## config.mk

```make
export PLATFORM = sky130hd
export DESIGN_NAME = store_align
export DESIGN_NICKNAME = d
export VERILOG_FILES = /design/src/logic/mem_pkg.sv /design/src/logic/store_align.sv
export SDC_FILE = /design/constraint.sdc
export NUM_CORES = 1
export LEC_CHECK = 0
export BUFFER_PORTS_ARGS = -buffer_cell sky130_fd_sc_hd__buf_2
export CORE_AREA = 2 2 84 86
export DETAILED_ROUTE_END_ITERATION = 12
export DIE_AREA = 0 0 86 88
export GPL_ROUTABILITY_DRIVEN = 0
export SLEW_MARGIN = 20
export SYNTH_ARGS = -nofsm -noshare
export SYNTH_HDL_FRONTEND = slang
export SYNTH_SLANG_ARGS = --single-unit
```

## constraint.sdc

```tcl
create_clock -name vclk -period 0.9
set_clock_uncertainty 0.05 [all_clocks]
set_input_delay 0 -clock vclk [all_inputs]
set_output_delay 0 -clock vclk [all_outputs]
set_load 0.02 [all_outputs]
```

## src/logic/mem_pkg.sv

```systemverilog
// load/store opcodes, request, response and RAM write structs, RAM window constants, size helper
`default_nettype none

package mem_pkg;

    // data and address width of the core
    localparam int xlen = 64;

    // byte lanes per RAM word
    localparam int lanes = xlen / 8;

    // word index field is sized for the largest RAM that fits it
    localparam int max_addr_width = 16;

    // first byte address of the data RAM window
    localparam logic [xlen-1:0] ram_base = 64'h0000_0000_8000_0000;

    // load opcodes; stores reuse lb/lh/lw/ld as their width
    typedef enum logic [2:0] {
        lb  = 3'd0,
        lh  = 3'd1,
        lw  = 3'd2,
        ld  = 3'd3,
        lbu = 3'd4,
        lhu = 3'd5,
        lwu = 3'd6
    } mem_op_e;

    // one load or store from the core
    typedef struct packed {
        mem_op_e         op;
        logic [xlen-1:0] addr;
        logic [xlen-1:0] wdata;
        logic            ren;
        logic            wen;
    } mem_req_t;

    // load data plus the one-cycle result pulses
    typedef struct packed {
        logic [xlen-1:0] rdata;
        logic            rvalid;
        logic            fault;
    } mem_rsp_t;

    // lane-steered write into the word RAM
    typedef struct packed {
        logic [max_addr_width-1:0] index;
        logic [lanes-1:0]          be;
        logic [xlen-1:0]           data;
    } ram_wr_t;

    // access size in bytes
    function automatic logic [3:0] access_bytes(input mem_op_e op);
        logic [3:0] size;
        case (op)
            lb, lbu: size = 4'd1;
            lh, lhu: size = 4'd2;
            lw, lwu: size = 4'd4;
            default: size = 4'd8;
        endcase
        return size;
    endfunction

endpackage

`default_nettype wire

```

## src/logic/store_align.sv

```systemverilog
// store lane steering: byte-enable mask, replicated write data and word index
`default_nettype none

module store_align (
    input  mem_pkg::mem_op_e          op,
    input  logic [mem_pkg::xlen-1:0]  offset,
    input  logic [mem_pkg::xlen-1:0]  wdata,
    output mem_pkg::ram_wr_t          wr
);

    logic [3:0]               size;
    logic [mem_pkg::lanes-1:0] base_mask;
    logic [mem_pkg::xlen-1:0] rep_data;

    assign size = mem_pkg::access_bytes(op);

    // mask for a lane-0 access of this size
    // and data copied into every lane
    always_comb begin
        case (size)
            4'd1: begin
                base_mask = 8'h01;
                rep_data  = {8{wdata[7:0]}};
            end
            4'd2: begin
                base_mask = 8'h03;
                rep_data  = {4{wdata[15:0]}};
            end
            4'd4: begin
                base_mask = 8'h0f;
                rep_data  = {2{wdata[31:0]}};
            end
            default: begin
                base_mask = 8'hff;
                rep_data  = wdata;
            end
        endcase
    end

    // aligned by the top level, so the shift never spills out
    assign wr.be    = base_mask << offset[2:0];
    assign wr.data  = rep_data;
    // word index from the bits above the byte offset
    assign wr.index = offset[3 +: mem_pkg::max_addr_width];

endmodule

`default_nettype wire

```

==> metrics <==
Cell Int Power=0.000995 W; final hold slack=0.256 ns; Yosys cell types=25; gr busiest metal=met2; crit path capture type=output pin; vias post-DR=1946; GRT met3 Usage=0.754%; Post-Syn Area=1320 um^2; Final setup viols=37; nets=470; # diodes=0; Net Sw Power=0.00104 W; Area growth, synth to finish=124%; Detailed Route WL=6140 um; Clock Buffer Count=0; global-route wire length before repair=8720 um; Net Sw Frac=51.1%; # port buffers=141; leak pwr=1.46 nW; Critical Path Start Type=input pin; GR Util All Layers=13.9%; YS warnings=0; worst min path class=in -> out; initial antenna violation count=0; global routing usage on met1=16.2%; Reg power frac=0%; Slew HR=80.5%; Site Rows=30; die width=86 um; GRT met2 Usage=28.9%; Clk pwr share=0%; largest net degree at the start of global routing=20; DR WL/cell=14.7 um; WS Path Type=in -> out; DP HPWL=4430 um; Pwr Density=686 nW/um^2; Crit Path Max Fanout=9; Layout Utilization=44.6%; seq_cells=0; CP required=0.85 ns; # DRC=0; Syn Inst Count=178; min Tclk post-route=0.962 ns; FF+latch area=0 um^2; maximum capacitance violations=0; CORE AREA=6640 um^2; Initial DRC Count=42; Post-Syn Nets=309; share of post-route cells with drive strength above 1=79.2%; Avg Cell Area, Syn=7.44 um^2; FMAX=1.04 GHz; fraction of the yosys area taken by sequential cells=0%; status=finished with violations; CP arrival=0.91 ns; combinational power share=100.0%; vias per inst=4.67; Fin. Hold Viols=0; peak supply drop=0.337 mV; I/O Pins=219; worst-margin pin slew=0.285 ns; Initial Utilization=19.9%; failing checks=setup timing; drt pass-1 iters=4; final worst slack=-0.0621 ns; vias in the first global route=1799; GR Overflow Total=0; Slew Limit Fails=0; ratio of final minimum period to clock period=107%; RSZ-0062 raised after global routing=true; Die Span Y=88 um; antenna-violating nets left=0; die area=7570 um^2
-- critical path: stages --
cell and delay [ns]:
buf_12 0.11, buf_12 0.14, and2_4 0.14, a211oi_2 0.17, buf_4 0.16, a21oi_1 0.04
buf_4 0.15
-- path summary, 6_finish.rpt --
check | from | endpoint | slack [ns] | cells past startpoint
setup / recovery | op[0] | wr[28] | -0.06 | 7
hold / removal | wdata[1] | wr[1] | 0.26 | 2
-- repair_timing --
| action | in CTS | in global routing |
|---|---|---|
| gates resized for setup | 96 | 48 |
| setup buffers | 6 | 1 |
| setup endpoints to repair | 61 | 54 |
| hold buffers | 16 | 0 |
| endpoints found under the hold margin | 16 | 0 |
| pin swaps | 7 | 8 |
-- stage by stage --
step | setup TNS (ns) | instance area (um^2) | power (W) | setup WS, ns | std cells
after floorplan | -0.320 | 1430 | 0.00103 | -0.152 | 178
after global placement | -9.55 | 2220 | 0.00149 | -0.217 | 394
after detailed placement | -9.78 | 2220 | 0.00150 | -0.211 | 394
after CTS | -1.18 | 2770 | 0.00188 | -0.0766 | 416
after global routing | -2.74 | 2960 | 0.00216 | -0.106 | 417
final | -0.954 | 2960 | 0.00203 | -0.0621 | 417
-- power groups by stage --
stage | combinational, W | sequential (W) | clock, W
6_report | 0.00203 | 0 | 0
3_3_place_gp | 0.00149 | 0 | 0
4_1_cts | 0.00188 | 0 | 0
5_1_grt | 0.00216 | 0 | 0
3_5_place_dp | 0.00150 | 0 | 0
2_1_floorplan | 0.00103 | 0 | 0
-- per-layer routing --
metal	share of wire, %	routed length (um)
met1	37	2250
met2	56	3450
met3	6.9	424
met4	0.23	14
met5	0	0
-- cells in the mapped netlist --
cell type	n	share of area [%]
a211oi_1	7	4.0
a211oi_2	4	3.8
a21o_1	1	0.57
a21oi_1	36	14
a221o_1	1	0.76
a222oi_1	1	0.76
and2_1	5	2.4
buf_12	2	3.0
buf_2	8	3.0
buf_4	25	14
buf_6	3	2.6
clkbuf_1	1	0.28
inv_1	9	2.6
inv_2	1	0.28
mux2_2	24	20
mux2i_1	24	18
nand2_1	1	0.28
nand2_2	1	0.47
nor2_1	10	2.8
nor2_2	2	0.95
nor2b_1	3	1.4
nor3_1	5	1.9
o21ai_0	2	0.76
o2bb2ai_1	1	0.66
or2_2	1	0.47
-- placed cells by master, fill, tap and decap left out, types with 2 or more instances in the layout --
cell,n
mux2i_2,7
o21ai_0,2
buf_6,34
buf_2,101
mux2_2,8
mux2i_1,15
buf_12,8
nor2_1,10
dlygate4sd3_1,16
a211oi_2,7
a21oi_2,29
a21oi_1,7
mux2i_4,2
mux2_4,16
buf_8,2
nor2b_2,2
inv_1,9
buf_4,37
a211oi_4,3
and2_4,5
nor3_1,4
-- final cells by class --
| type | count | area [um^2] |
|---|---|---|
| Timing Repair Buffer | 198 | 1520 |
| Multi-Input combinational cell | 129 | 1300 |
| Tap cell | 80 | 100 |
| Inverter | 10 | 42.5 |
| Fill cell | 635 | 3680 |
-- logic make-up (layout without fill, tap and decap cells) --
logic type / count (synthesis) / in the layout / share of synthesized area [%]
and+or+nand+nor: 28 / 28 / 10.7
buffers and inverters: 49 / 208 / 25.9
AOI/OAI and AO/OA: 53 / 53 / 24.9
muxes: 48 / 48 / 38.6
Note: power is estimated with default switching activity, not from simulation.
